==> src/fetch_pkg.sv <==
`default_nettype none

package fetch_pkg;

	// ####################
	// Widths and counts

	localparam int insn_w = 32;
	localparam int pc_w = 32;
	localparam int line_w = 512; // Sixteen instruction words.
	localparam int slots = 5;
	localparam int mc_slots = 4;
	localparam int mc_len = 3; // Groups per microcode routine.

	localparam int mc_step_w = $clog2(mc_len);
	localparam int word_idx_w = 4; // Word index inside a 64-byte line.
	localparam int tag_w = pc_w - 6; // Line tag is PC bits 31:6.
	localparam int adr_w = pc_w - 2; // Wishbone word address.

	// ####################
	// Opcodes

	// The opcode sits in the top byte of an instruction word.
	typedef enum logic [7:0] {
		OP_NOP = 8'h00,
		OP_MC  = 8'hf0,
		OP_HWI = 8'hf1
	} opcode_t;

	localparam logic [insn_w-1:0] nop_insn = {OP_NOP, 24'h00_0000};

	// Micro-op word: opcode, entry number, step and slot, one byte each.
	function automatic logic [insn_w-1:0] mc_word(
		input logic [7:0] entry,
		input logic [7:0] step,
		input logic [7:0] slot
	);
		return {OP_MC, entry, step, slot};
	endfunction

	// ####################
	// FSM states

	typedef enum logic {
		LF_IDLE,
		LF_READ
	} lf_state_t;

	typedef enum logic {
		MC_IDLE,
		MC_RUN
	} mc_state_t;

endpackage

`default_nettype wire
==> src/fetch_top.sv <==
`default_nettype none

module fetch_top import fetch_pkg::*; (
	input  wire                            clk,
	input  wire                            rst,
	input  wire                            redirect_i,
	input  wire  [pc_w-1:0]                redirect_pc_i,
	input  wire                            hwi_i,
	input  wire  [insn_w-1:0]              hwi_ins_i,
	input  wire                            mc_req_i,
	input  wire  [7:0]                     mc_entry_i,
	input  wire                            decode_ready_i,
	output logic                           wb_cyc_o,
	output logic                           wb_stb_o,
	output logic [adr_w-1:0]               wb_adr_o,
	input  wire  [insn_w-1:0]              wb_dat_i,
	input  wire                            wb_ack_i,
	output logic [line_w-1:0]              cline_o,
	output logic [slots-1:0]               pr_valid_o,
	output logic [slots-1:0][pc_w-1:0]     pr_pc_o,
	output logic [slots-1:0][insn_w-1:0]   pr_ins_o
);

	logic [pc_w-1:0] fetch_pc;
	logic [slots-1:0][pc_w-1:0] slot_pc;
	logic [slots-1:0] slot_mask;
	logic line_hit;
	logic [line_w-1:0] line;
	logic take_line;
	logic take_mc;
	logic mc_active;
	logic [mc_slots-1:0][insn_w-1:0] mc_ins;

	pc_gen u_pc_gen (
		.clk           (clk),
		.rst           (rst),
		.redirect_i    (redirect_i),
		.redirect_pc_i (redirect_pc_i),
		.take_line_i   (take_line),
		.fetch_pc_o    (fetch_pc),
		.slot_pc_o     (slot_pc),
		.slot_mask_o   (slot_mask)
	);

	line_fetch u_line_fetch (
		.clk        (clk),
		.rst        (rst),
		.fetch_pc_i (fetch_pc),
		.line_hit_o (line_hit),
		.line_o     (line),
		.wb_cyc_o   (wb_cyc_o),
		.wb_stb_o   (wb_stb_o),
		.wb_adr_o   (wb_adr_o),
		.wb_dat_i   (wb_dat_i),
		.wb_ack_i   (wb_ack_i)
	);

	mc_seq u_mc_seq (
		.clk         (clk),
		.rst         (rst),
		.mc_req_i    (mc_req_i),
		.mc_entry_i  (mc_entry_i),
		.take_mc_i   (take_mc),
		.mc_active_o (mc_active),
		.mc_ins_o    (mc_ins)
	);

	pipe_mux u_pipe_mux (
		.clk            (clk),
		.rst            (rst),
		.decode_ready_i (decode_ready_i),
		.hwi_i          (hwi_i),
		.hwi_ins_i      (hwi_ins_i),
		.mc_active_i    (mc_active),
		.mc_ins_i       (mc_ins),
		.line_hit_i     (line_hit),
		.line_i         (line),
		.slot_pc_i      (slot_pc),
		.slot_mask_i    (slot_mask),
		.take_line_o    (take_line),
		.take_mc_o      (take_mc),
		.cline_o        (cline_o),
		.pr_valid_o     (pr_valid_o),
		.pr_pc_o        (pr_pc_o),
		.pr_ins_o       (pr_ins_o)
	);

endmodule

`default_nettype wire

==> src/pipe_mux.sv <==
`default_nettype none

module pipe_mux import fetch_pkg::*; (
	input  wire                                clk,
	input  wire                                rst,
	input  wire                                decode_ready_i,
	input  wire                                hwi_i,
	input  wire  [insn_w-1:0]                  hwi_ins_i,
	input  wire                                mc_active_i,
	input  wire  [mc_slots-1:0][insn_w-1:0]    mc_ins_i,
	input  wire                                line_hit_i,
	input  wire  [line_w-1:0]                  line_i,
	input  wire  [slots-1:0][pc_w-1:0]         slot_pc_i,
	input  wire  [slots-1:0]                   slot_mask_i,
	output logic                               take_line_o,
	output logic                               take_mc_o,
	output logic [line_w-1:0]                  cline_o,
	output logic [slots-1:0]                   pr_valid_o,
	output logic [slots-1:0][pc_w-1:0]         pr_pc_o,
	output logic [slots-1:0][insn_w-1:0]       pr_ins_o
);

	logic take_hwi;
	logic accept;
	logic [slots-1:0] valid_d;
	logic [slots-1:0][insn_w-1:0] ins_d;

	// ####################
	// Priority select

	assign take_hwi = decode_ready_i && hwi_i;
	assign take_mc_o = decode_ready_i && !hwi_i && mc_active_i;
	assign take_line_o = decode_ready_i && !hwi_i && !mc_active_i && line_hit_i;
	assign accept = take_hwi || take_mc_o || take_line_o;

	always_comb begin
		valid_d = '0;
		for (int i = 0; i < slots; i++) begin
			ins_d[i] = nop_insn; // Unused slots carry a NOP.
		end
		if (hwi_i) begin
			valid_d[0] = 1'b1;
			ins_d[0] = hwi_ins_i;
		end else if (mc_active_i) begin
			for (int i = 0; i < mc_slots; i++) begin
				valid_d[i] = 1'b1;
				ins_d[i] = mc_ins_i[i];
			end
		end else begin
			// Each slot picks its word by PC bits 5:2.
			for (int i = 0; i < slots; i++) begin
				if (slot_mask_i[i]) begin
					valid_d[i] = 1'b1;
					ins_d[i] = line_i[slot_pc_i[i][5:2]*insn_w +: insn_w];
				end
			end
		end
	end

	// ####################
	// Pipeline register

	always_ff @(posedge clk) begin
		if (rst) begin
			pr_valid_o <= '0;
		end else if (accept) begin
			pr_valid_o <= valid_d;
		end
	end

	always_ff @(posedge clk) begin
		if (accept) begin
			pr_pc_o <= slot_pc_i;
			pr_ins_o <= ins_d;
		end
		if (take_line_o) begin
			cline_o <= line_i; // Passed along for decode.
		end
	end

endmodule

`default_nettype wire

==> src/mc_seq.sv <==
`default_nettype none

module mc_seq import fetch_pkg::*; (
	input  wire                                clk,
	input  wire                                rst,
	input  wire                                mc_req_i,
	input  wire  [7:0]                         mc_entry_i,
	input  wire                                take_mc_i,
	output logic                               mc_active_o,
	output logic [mc_slots-1:0][insn_w-1:0]    mc_ins_o
);

	mc_state_t state_q;
	logic [7:0] entry_q;
	logic [mc_step_w-1:0] step_q;

	assign mc_active_o = (state_q == MC_RUN);

	// Micro-op table, one group per step.
	always_comb begin
		for (int i = 0; i < mc_slots; i++) begin
			mc_ins_o[i] = mc_word(entry_q, 8'(step_q), 8'(i));
		end
	end

	always_ff @(posedge clk) begin
		if (rst) begin
			state_q <= MC_IDLE;
			step_q <= '0;
		end else begin
			case (state_q)
			MC_IDLE: begin
				if (mc_req_i) begin
					state_q <= MC_RUN;
					step_q <= '0;
				end
			end
			MC_RUN: begin
				if (take_mc_i) begin
					step_q <= step_q + 1'b1;
					if (step_q == mc_step_w'(mc_len - 1)) begin
						state_q <= MC_IDLE; // Routine done.
					end
				end
			end
			default: begin
				state_q <= MC_IDLE;
			end
			endcase
		end
	end

	always_ff @(posedge clk) begin
		if (state_q == MC_IDLE && mc_req_i) begin
			entry_q <= mc_entry_i;
		end
	end

endmodule

`default_nettype wire

==> src/line_fetch.sv <==
`default_nettype none

module line_fetch import fetch_pkg::*; (
	input  wire                clk,
	input  wire                rst,
	input  wire  [pc_w-1:0]    fetch_pc_i,
	output logic               line_hit_o,
	output logic [line_w-1:0]  line_o,
	output logic               wb_cyc_o,
	output logic               wb_stb_o,
	output logic [adr_w-1:0]   wb_adr_o,
	input  wire  [insn_w-1:0]  wb_dat_i,
	input  wire                wb_ack_i
);

	lf_state_t state_q;
	logic tag_valid_q;
	logic [tag_w-1:0] tag_q;
	logic [word_idx_w-1:0] word_q;
	logic [line_w-1:0] line_q;
	logic miss;
	logic word_done;

	assign line_hit_o = tag_valid_q && (tag_q == fetch_pc_i[pc_w-1:6]);
	assign miss = !line_hit_o;
	assign line_o = line_q;
	assign wb_adr_o = {tag_q, word_q}; // Held stable until ack.
	assign word_done = (state_q == LF_READ) && wb_stb_o && wb_ack_i;

	// ####################
	// Refill FSM

	always_ff @(posedge clk) begin
		if (rst) begin
			state_q <= LF_IDLE;
			tag_valid_q <= 1'b0;
			wb_cyc_o <= 1'b0;
			wb_stb_o <= 1'b0;
			word_q <= '0;
		end else begin
			case (state_q)
			LF_IDLE: begin
				if (miss) begin
					state_q <= LF_READ;
					tag_valid_q <= 1'b0; // The line is overwritten from here on.
					wb_cyc_o <= 1'b1;
					wb_stb_o <= 1'b1;
					word_q <= '0;
				end
			end
			LF_READ: begin
				if (word_done) begin
					wb_stb_o <= 1'b0; // One idle cycle between words.
					if (word_q == '1) begin
						state_q <= LF_IDLE;
						wb_cyc_o <= 1'b0;
						tag_valid_q <= 1'b1;
					end else begin
						word_q <= word_q + 1'b1;
					end
				end else if (!wb_stb_o) begin
					wb_stb_o <= 1'b1;
				end
			end
			default: begin
				state_q <= LF_IDLE;
			end
			endcase
		end
	end

	// ####################
	// Line buffer and tag

	// The tag is taken at burst start; a later PC change is checked after the burst.
	always_ff @(posedge clk) begin
		if (state_q == LF_IDLE && miss) begin
			tag_q <= fetch_pc_i[pc_w-1:6];
		end
		if (word_done) begin
			line_q[word_q*insn_w +: insn_w] <= wb_dat_i; // Word 0 lands in bits 31:0.
		end
	end

endmodule

`default_nettype wire

==> src/pc_gen.sv <==
`default_nettype none

module pc_gen import fetch_pkg::*; (
	input  wire                            clk,
	input  wire                            rst,
	input  wire                            redirect_i,
	input  wire  [pc_w-1:0]                redirect_pc_i,
	input  wire                            take_line_i,
	output logic [pc_w-1:0]                fetch_pc_o,
	output logic [slots-1:0][pc_w-1:0]     slot_pc_o,
	output logic [slots-1:0]               slot_mask_o
);

	logic [pc_w-1:0] pc_q;
	logic [2:0] n_slots; // Up to five slots in a bundle.

	assign fetch_pc_o = pc_q;

	// Consecutive words; a slot counts only if it stays in the line of slot 0.
	always_comb begin
		for (int i = 0; i < slots; i++) begin
			slot_pc_o[i] = pc_q + pc_w'(4 * i);
			slot_mask_o[i] = (slot_pc_o[i][pc_w-1:6] == pc_q[pc_w-1:6]);
		end
	end

	// The mask is contiguous from slot 0, so its population is the advance.
	always_comb begin
		n_slots = '0;
		for (int i = 0; i < slots; i++) begin
			n_slots = n_slots + 3'(slot_mask_o[i]);
		end
	end

	always_ff @(posedge clk) begin
		if (rst) begin
			pc_q <= '0;
		end else if (redirect_i) begin
			pc_q <= redirect_pc_i; // Redirect wins over advance.
		end else if (take_line_i) begin
			pc_q <= pc_q + pc_w'({n_slots, 2'b00});
		end
	end

endmodule

`default_nettype wire

==> config.mk <==
export PLATFORM = sky130hd
export DESIGN_NAME = fetch_top
export DESIGN_NICKNAME = d
export VERILOG_FILES = /design/src/fetch_pkg.sv /design/src/fetch_top.sv /design/src/pipe_mux.sv /design/src/mc_seq.sv /design/src/line_fetch.sv /design/src/pc_gen.sv
export SDC_FILE = /design/constraint.sdc
export NUM_CORES = 2
export LEC_CHECK = 0
export BUFFER_PORTS_ARGS = -buffer_cell sky130_fd_sc_hd__buf_2
export CAP_MARGIN = 0
export CORE_UTILIZATION = 45
export CTS_BUF_LIST = sky130_fd_sc_hd__clkbuf_16
export CTS_CLUSTER_SIZE = 25
export DETAILED_ROUTE_END_ITERATION = 6
export PLACE_DENSITY = 0.74
export SLEW_MARGIN = 20
export SYNTH_ARGS = -nofsm -noshare
export SYNTH_HDL_FRONTEND = slang
export SYNTH_SLANG_ARGS = --single-unit
export TNS_END_PERCENT = 30
==> constraint.sdc <==
create_clock -name clk -period 18.4 [get_ports clk]
set_input_delay 0.92 -clock clk [delete_from_list [all_inputs] [get_ports clk]]
set_output_delay 0.92 -clock clk [all_outputs]
set_load 0.005 [all_outputs]
**Word level (Yosys, flattened, before mapping)**

Index checks and enable logic that the tools add are counted.

- Bits in registers: 1426
- Output and inout port bits: 869
- Logic and storage cells: 128
- Input port bits: 111

- Shift operators: 7
- Equality and inequality tests: 13
- Reductions and logical operators: 23
- Mux-type cells: 41
- Bitwise logic cells: 6
- Add/subtract/negate cells: 12

Operators by type and width:

| operator | count |
|---|---|
| $shiftx A512 B10 Y32 | 5 |
| $bwmux W512 | 1 |
| $shift A32 B34 Y512 const A | 1 |
| $shiftx A32 B34 Y512 | 1 |
| $mux W32 | 6 |
| $eq A26 B26 Y1 | 5 |
| $mux W128 | 1 |
| $add A32 B4 Y32 const B | 2 |
| $neg A9 Y34 | 1 |
| $add A32 B3 Y32 const B | 1 |
| $add A32 B5 Y32 | 1 |
| $add A32 B5 Y32 const B | 1 |
| $mux W4 | 5 |
| $mux W1 | 19 |
| $reduce_or A3 Y1 | 4 |
| $logic_and A1 B1 Y1 | 10 |
| $ne A2 B2 Y1 const B | 5 |
| $pmux W1 S2 | 5 |
| $add A3 B1 Y3 | 3 |
| $pmux W4 S2 | 1 |
| $not A1 Y1 | 6 |
| $reduce_and A3 Y1 | 2 |
| $add A4 B1 Y4 const B | 1 |
| $eq A4 B4 Y1 const B | 1 |
| 10 further kinds | 14 |

**Depth between registers and ports, before layout**

- Depth in word-level cells: 9
- Mapped depth: 23
- Gate-level depth less buffers: 17

**Modules after synthesis**

A second synthesis with hierarchy kept.

- Cells, all modules: 4726
- Area total of the unflattened synthesis: 72882.4 um^2

By module, submodules not included:

| module | cells an instance | seq. area each (um^2) | times used | area each (um^2) |
|---|---|---|---|---|
| pipe_mux | 2668 | 25084.1 | 1 | 46866.2 |
| line_fetch | 1308 | 16315.6 | 1 | 20313.2 |
| pc_gen | 608 | 640.6 | 1 | 4421.7 |
| mc_seq | 142 | 300.3 | 1 | 1281.2 |

**Worst setup path before layout**

No wires, ideal clock.

- Path type: register to register
- Start: register u_pc_gen.pc_q[27], in the netlist u_pc_gen.fetch_pc_o[27]
- End: register u_pipe_mux.pr_valid_o[2]
- Stages on the path, launching flop included: 8
- Setup time: 633 ps
- Required time: 17767 ps
- Data arrival time: 14922 ps
- Clock period less this slack: 15555 ps
- Setup slack: 2845 ps
- Path buffers: 1
- Path through: dfxtp_1 > clkbuf_1 > xnor2_1 > nand3_1 > nor4_1 > a31oi_1 > nor2_1 > mux2i_1

- Elaborated cells between the ends (all ways): 9
- Those cells by class: add/sub (1); eq/ne (2); mux (3); reduce/logical (3)

RTL lines:

| element | RTL line | RTL |
|---|---|---|
| start, declared | pc_gen.sv:14 | `logic [pc_w-1:0] pc_q;` |
| start signal, assigned | pc_gen.sv:39 | `pc_q <= redirect_pc_i;` |
| start signal, assigned | pc_gen.sv:41 | `pc_q <= pc_q + pc_w'({n_slots, 2'b00});` |
| $eq A26 B26 Y1 | line_fetch.sv:24 | `assign line_hit_o = tag_valid_q && (tag_q == fetch_pc_i[pc_w-1:6]);` |
| $logic_and A1 B1 Y1 | line_fetch.sv:24 |  |
| $logic_and A1 B1 Y1 | pipe_mux.sv:33 | `assign take_line_o = decode_ready_i && !hwi_i && !mc_active_i && line_hit_i;` |
| $logic_or A1 B1 Y1 | pipe_mux.sv:34 | `assign accept = take_hwi \|\| take_mc_o \|\| take_line_o;` |
| named net u_pipe_mux.accept | pipe_mux.sv:24 | `logic accept;` |
| end signal, assigned | pipe_mux.sv:67 | `pr_valid_o <= valid_d;` |
| end, declared | pipe_mux.sv:18 | `output logic [slots-1:0] pr_valid_o,` |

The timed path passes the listed nets, and every way through them passes these cells.
A chain may end at the register's enable or synchronous reset.

**Worst setup path in the final report**

- Start: register u_pc_gen.pc_q[3], in the netlist u_pc_gen.fetch_pc_o[3]
- End: register u_pc_gen.pc_q[18], in the netlist u_pc_gen.fetch_pc_o[18]

- Cells in the longest elaborated chain, start to end: 9
- Elaborated cells between the ends (all ways): 15
- Those cells by class: add/sub (9); eq/ne (4); mux (2)

RTL lines:

| element | RTL line | RTL |
|---|---|---|
| $add A32 B3 Y32 | pc_gen.sv:22 | `slot_pc_o[i] = pc_q + pc_w'(4 * i);` |
| $eq A26 B26 Y1 | pc_gen.sv:23 | `slot_mask_o[i] = (slot_pc_o[i][pc_w-1:6] == pc_q[pc_w-1:6]);` |
| $add A1 B1 Y2 | pc_gen.sv:31 | `n_slots = n_slots + 3'(slot_mask_o[i]);` |
| $add A3 B1 Y3 (3 in series) | pc_gen.sv:31 |  |
| $add A32 B5 Y32 (*) | pc_gen.sv:41 |  |
| $mux W32 (*) | pc_gen.sv:40 | `end else if (take_line_i) begin` |
| $mux W32 (*) | pc_gen.sv:38 | `end else if (redirect_i) begin` |

Mark *: on every way between the ends. The rest lies on a longest branch, timed or not. The select of a mux whose other input is x is not followed.

==> impl_metrics.toml <==
[worst_setup_path]
setup.worst_path.end_class = "flop"
critical_path.slowest_cell = "buf_4"
path_delay_family = "adder cells"
timing.critical_path.fanout_max = 50
cp-start-kind = "flop"
critical_path_class = "flop to flop"
cp_data_required_time_ns = 19.10
critPathBufInv = 4
series_of_cell_instances_along_the_critical_path = "buf_4 > ha_1 > nand2_1 > nand2_1 > inv_1 > fa_1 > inv_1 > ha_1 > inv_1 > fa_1 > fa_1 > nor2b_1 > o211ai_1 > nor3_1 > nand2_1 > or3_1 > a311oi_1"
setup.worst_path.start = "u_pc_gen.fetch_pc_o[3]"
worst_r2r_startpoint = "u_pc_gen.fetch_pc_o[3]"
critical-path-max-stage-delay_ns = 0.82
worst_ep_arrival_time_ns = 7.19

[clocking]
cts_tree = "built"
path_clk_slew_ns = 0.06
cts_resized = 0
cts.htree.levels = 4
clk_path_buf_depth = 3
post_cts_hold_buffer_count = 0
clock-root-buffer = "clkbuf_16"
cts.repair_timing.setup_buffer_count = 0
numCtsBuffers = 149
clock-sinks = 1414
clkLatencyLatePin_ns = 0.83

[route]
mean_number_of_vias_per_cell = 6.614
vias = 45496
wl_per_cell_um = 36.84
ant_nets = 0
remaining_drc_errors = 0
detail_route.iter0.violations = 6848
wirelength_um = 253400
drtPass1Iterations = 5

[floorplanning]
floorplan.initialDensity_pct = 45.44
ios = 980
die-width_um = 386.1
fp.coreArea_um2 = 146100
floorplan.die_area_um2 = 149100
row_count = 140
dieHeight_um = 386.1

[logic_synthesis]
muxShareOfSynthArea_pct = 22.54
yosys_register_bits = 1414
synth-xor-area-share_pct = 1.779
yosysSeqAreaShare_pct = 63.24
synth_top_area_share_pct = 61.79
synthDistinctLibCells = 57
synth-simple-area-share_pct = 8.233
yosys.area_share.adder_pct = 0.3355
synth_top_family_by_area = "multiplexers"
fraction_of_registers_with_async_set_or_reset_after_synthesis_pct = 0
synth_cells = 3910
synth_fp_nets = 4037
yosys-top-cells-count = "edfxtp_1 (1366), mux4_2 (635), nor2_1 (385)"
yosys_warnings = 0
ys_top_cells_by_area = "edfxtp_1 (62%), mux4_2 (22%), and2_1 (2.5%)"
synth_area_per_cell_um2 = 16.98
post-synth-top-area-cell = "edfxtp_1"
synth-compound-area-share_pct = 1.728
synth.most_common_cell = "edfxtp_1"
synthesis.area_um2 = 66380
synth_top_flop_cell = "edfxtp_1"
number_of_enable_type_register_cells_in_the_synthesized_netlist = 1366

[global_routing]
number_of_antenna_violations_at_the_first_check_in_global_routing = 23
grt_pass1_vias = 43236
largest_net_degree_at_the_start_of_global_routing = 174
wire_length_of_the_first_global_routing_pass_um = 342500
grt_overflow = 0
global_route.usage.total_pct = 33.44

[power]
power.total_mw = 7.367
power.leakage_nw = 26.65
vdd_ir_drop_max_v = 0.00009560
power.density_nw_per_um2 = 93.84

[worst_hold_path]
hold_path.class = "input pin to flop"
timing.hold.worst.start = "mc_entry_i[4]"

[placement]
buffer_ports.inserted = 979
post-place-cells = 6595
place_hpwl_um = 170500
pre_cts_slack_ns = 12.03
routabilityCongestion = 0.9066
placed_area_um2 = 73520

[sta]
period_share_pct = 35.26
worst_slew_pin_tran_ns = 1.147
setup-tns-final_ns = 0
rsz0062_at_grt = "false"
slew_violations = 0
setup_violations = 0
maximum_clock_rate_ghz = 0.1541
fin_hold_ws_ns = 0.3055
timing.final.hold_violations = 0
fin_worst_skew_ns = 0.05285
min_period_ns = 6.489
layout_setup_ws_ns = 11.91
timing.max_slew.rel_slack_pct = 23.35

[cells_and_area]
drive_gt1_share_pct = 40.89
design.final.nets = 4957
postLayoutCoreUtil_pct = 53.74
syn_to_final_growth_pct = 18.27
finish.cell_count_without_fillers = 6879
final_cell_area_um2 = 78510

[run_status]
outcome = "completed"

[flow_run]
maxcap_viol_count = 0
[layer usage]
metal  track usage [%]  vias up  share of wire, %
li1                  -    17379                 -
met1             42.64    23131                34
met2             52.07     4251                47
met3             9.733      731                13
met4             17.29        4               5.9
met5                 0        -             0.010
[placed cells by master (no fill, tap or decap), drive strengths merged, types with 18 or more instances in the layout]
cell    synthesis  final
and3           38     38
xnor2          88     88
a21oi          29     29
inv            46     75
mux2           32     32
nor2b          41     41
o21ai          45     45
xor2           46     46
nand2         213    213
nor3           41     41
clkinv          1     64
mux4          635    635
buf           114   1075
nand3          55     55
a311oi         23     23
nand4          20     20
mux2i          30     30
edfxtp       1366   1366
clkbuf        192    151
dfxtp          48     48
and2          261    261
or3            25     25
nor2          385    385
a22o           18     18
[flip-flops by register name (all words and copies together) (netlist names)]
name and count:
u_line_fetch.line_o 512, u_line_fetch.state_q 1, u_line_fetch.tag_q 26, u_line_fetch.tag_valid_q 1, u_line_fetch.wb_cyc_o 1, u_line_fetch.wb_stb_o 1
u_line_fetch.word_q 4, u_mc_seq.entry_q 8, u_mc_seq.mc_active_o 1, u_mc_seq.step_q 2, u_pc_gen.fetch_pc_o 32, u_pipe_mux.cline_o 512
u_pipe_mux.pr_ins_o 160, u_pipe_mux.pr_pc_o 148, u_pipe_mux.pr_valid_o 5
[final timing paths]
kind                             endpoint  slack (ns)  cells after the start
setup / recovery  u_pc_gen.fetch_pc_o[18]       11.91                     17
hold reg to reg   u_pipe_mux.pr_pc_o[128]        0.44                      0
hold / removal        u_mc_seq.entry_q[4]        0.31                      1
setup reg to reg  u_pc_gen.fetch_pc_o[18]       11.91                     17
[cell families (layout without fill, tap and decap cells)]
logic type,count (synthesis),count (layout)
xor gates and xnor gates,134,134
DFF,1414,1414
and+or+nand+nor,1126,1126
AOI/OAI and AO/OA,170,170
other,0,17
buffers and inverters,353,1388
adders and majority gates,16,16
muxes,697,697
[where the power goes]
part / internal, mW / leakage [nW] / switching [mW]
clock network: 1.69 / 2.45 / 1.33
registers: 3.57 / 12.9 / 0.0679
logic: 0.325 / 11.3 / 0.383
total: 5.59 / 26.7 / 1.78
[area by class of cell]
| cell class | instances | area [µm²] |
|---|---|---|
| fill | 11572 | 67580 |
| sequential | 1414 | 42000 |
| multi-input combinational | 2143 | 23320 |
| timing repair buffer | 1075 | 5663 |
| clock buffer | 151 | 3779 |
| tap | 1917 | 2399 |
| clock inverter | 115 | 1126 |
| inverter | 47 | 188.9 |
| antenna | 17 | 42.54 |
[worst reg2reg max path, stage by stage (launching register included)]
cell      delay, ns
dfxtp_4        0.77
buf_4          0.84
ha_1           0.48
nand2_1        0.26
nand2_1        0.19
inv_1          0.41
fa_1           0.68
inv_1          0.05
ha_1           0.18
inv_1          0.08
fa_1           0.46
fa_1           0.45
nor2b_1        0.21
o211ai_1       0.31
nor3_1         0.31
nand2_1        0.14
or3_1          0.32
a311oi_1       0.25
(Power assumes the default switching activity.)
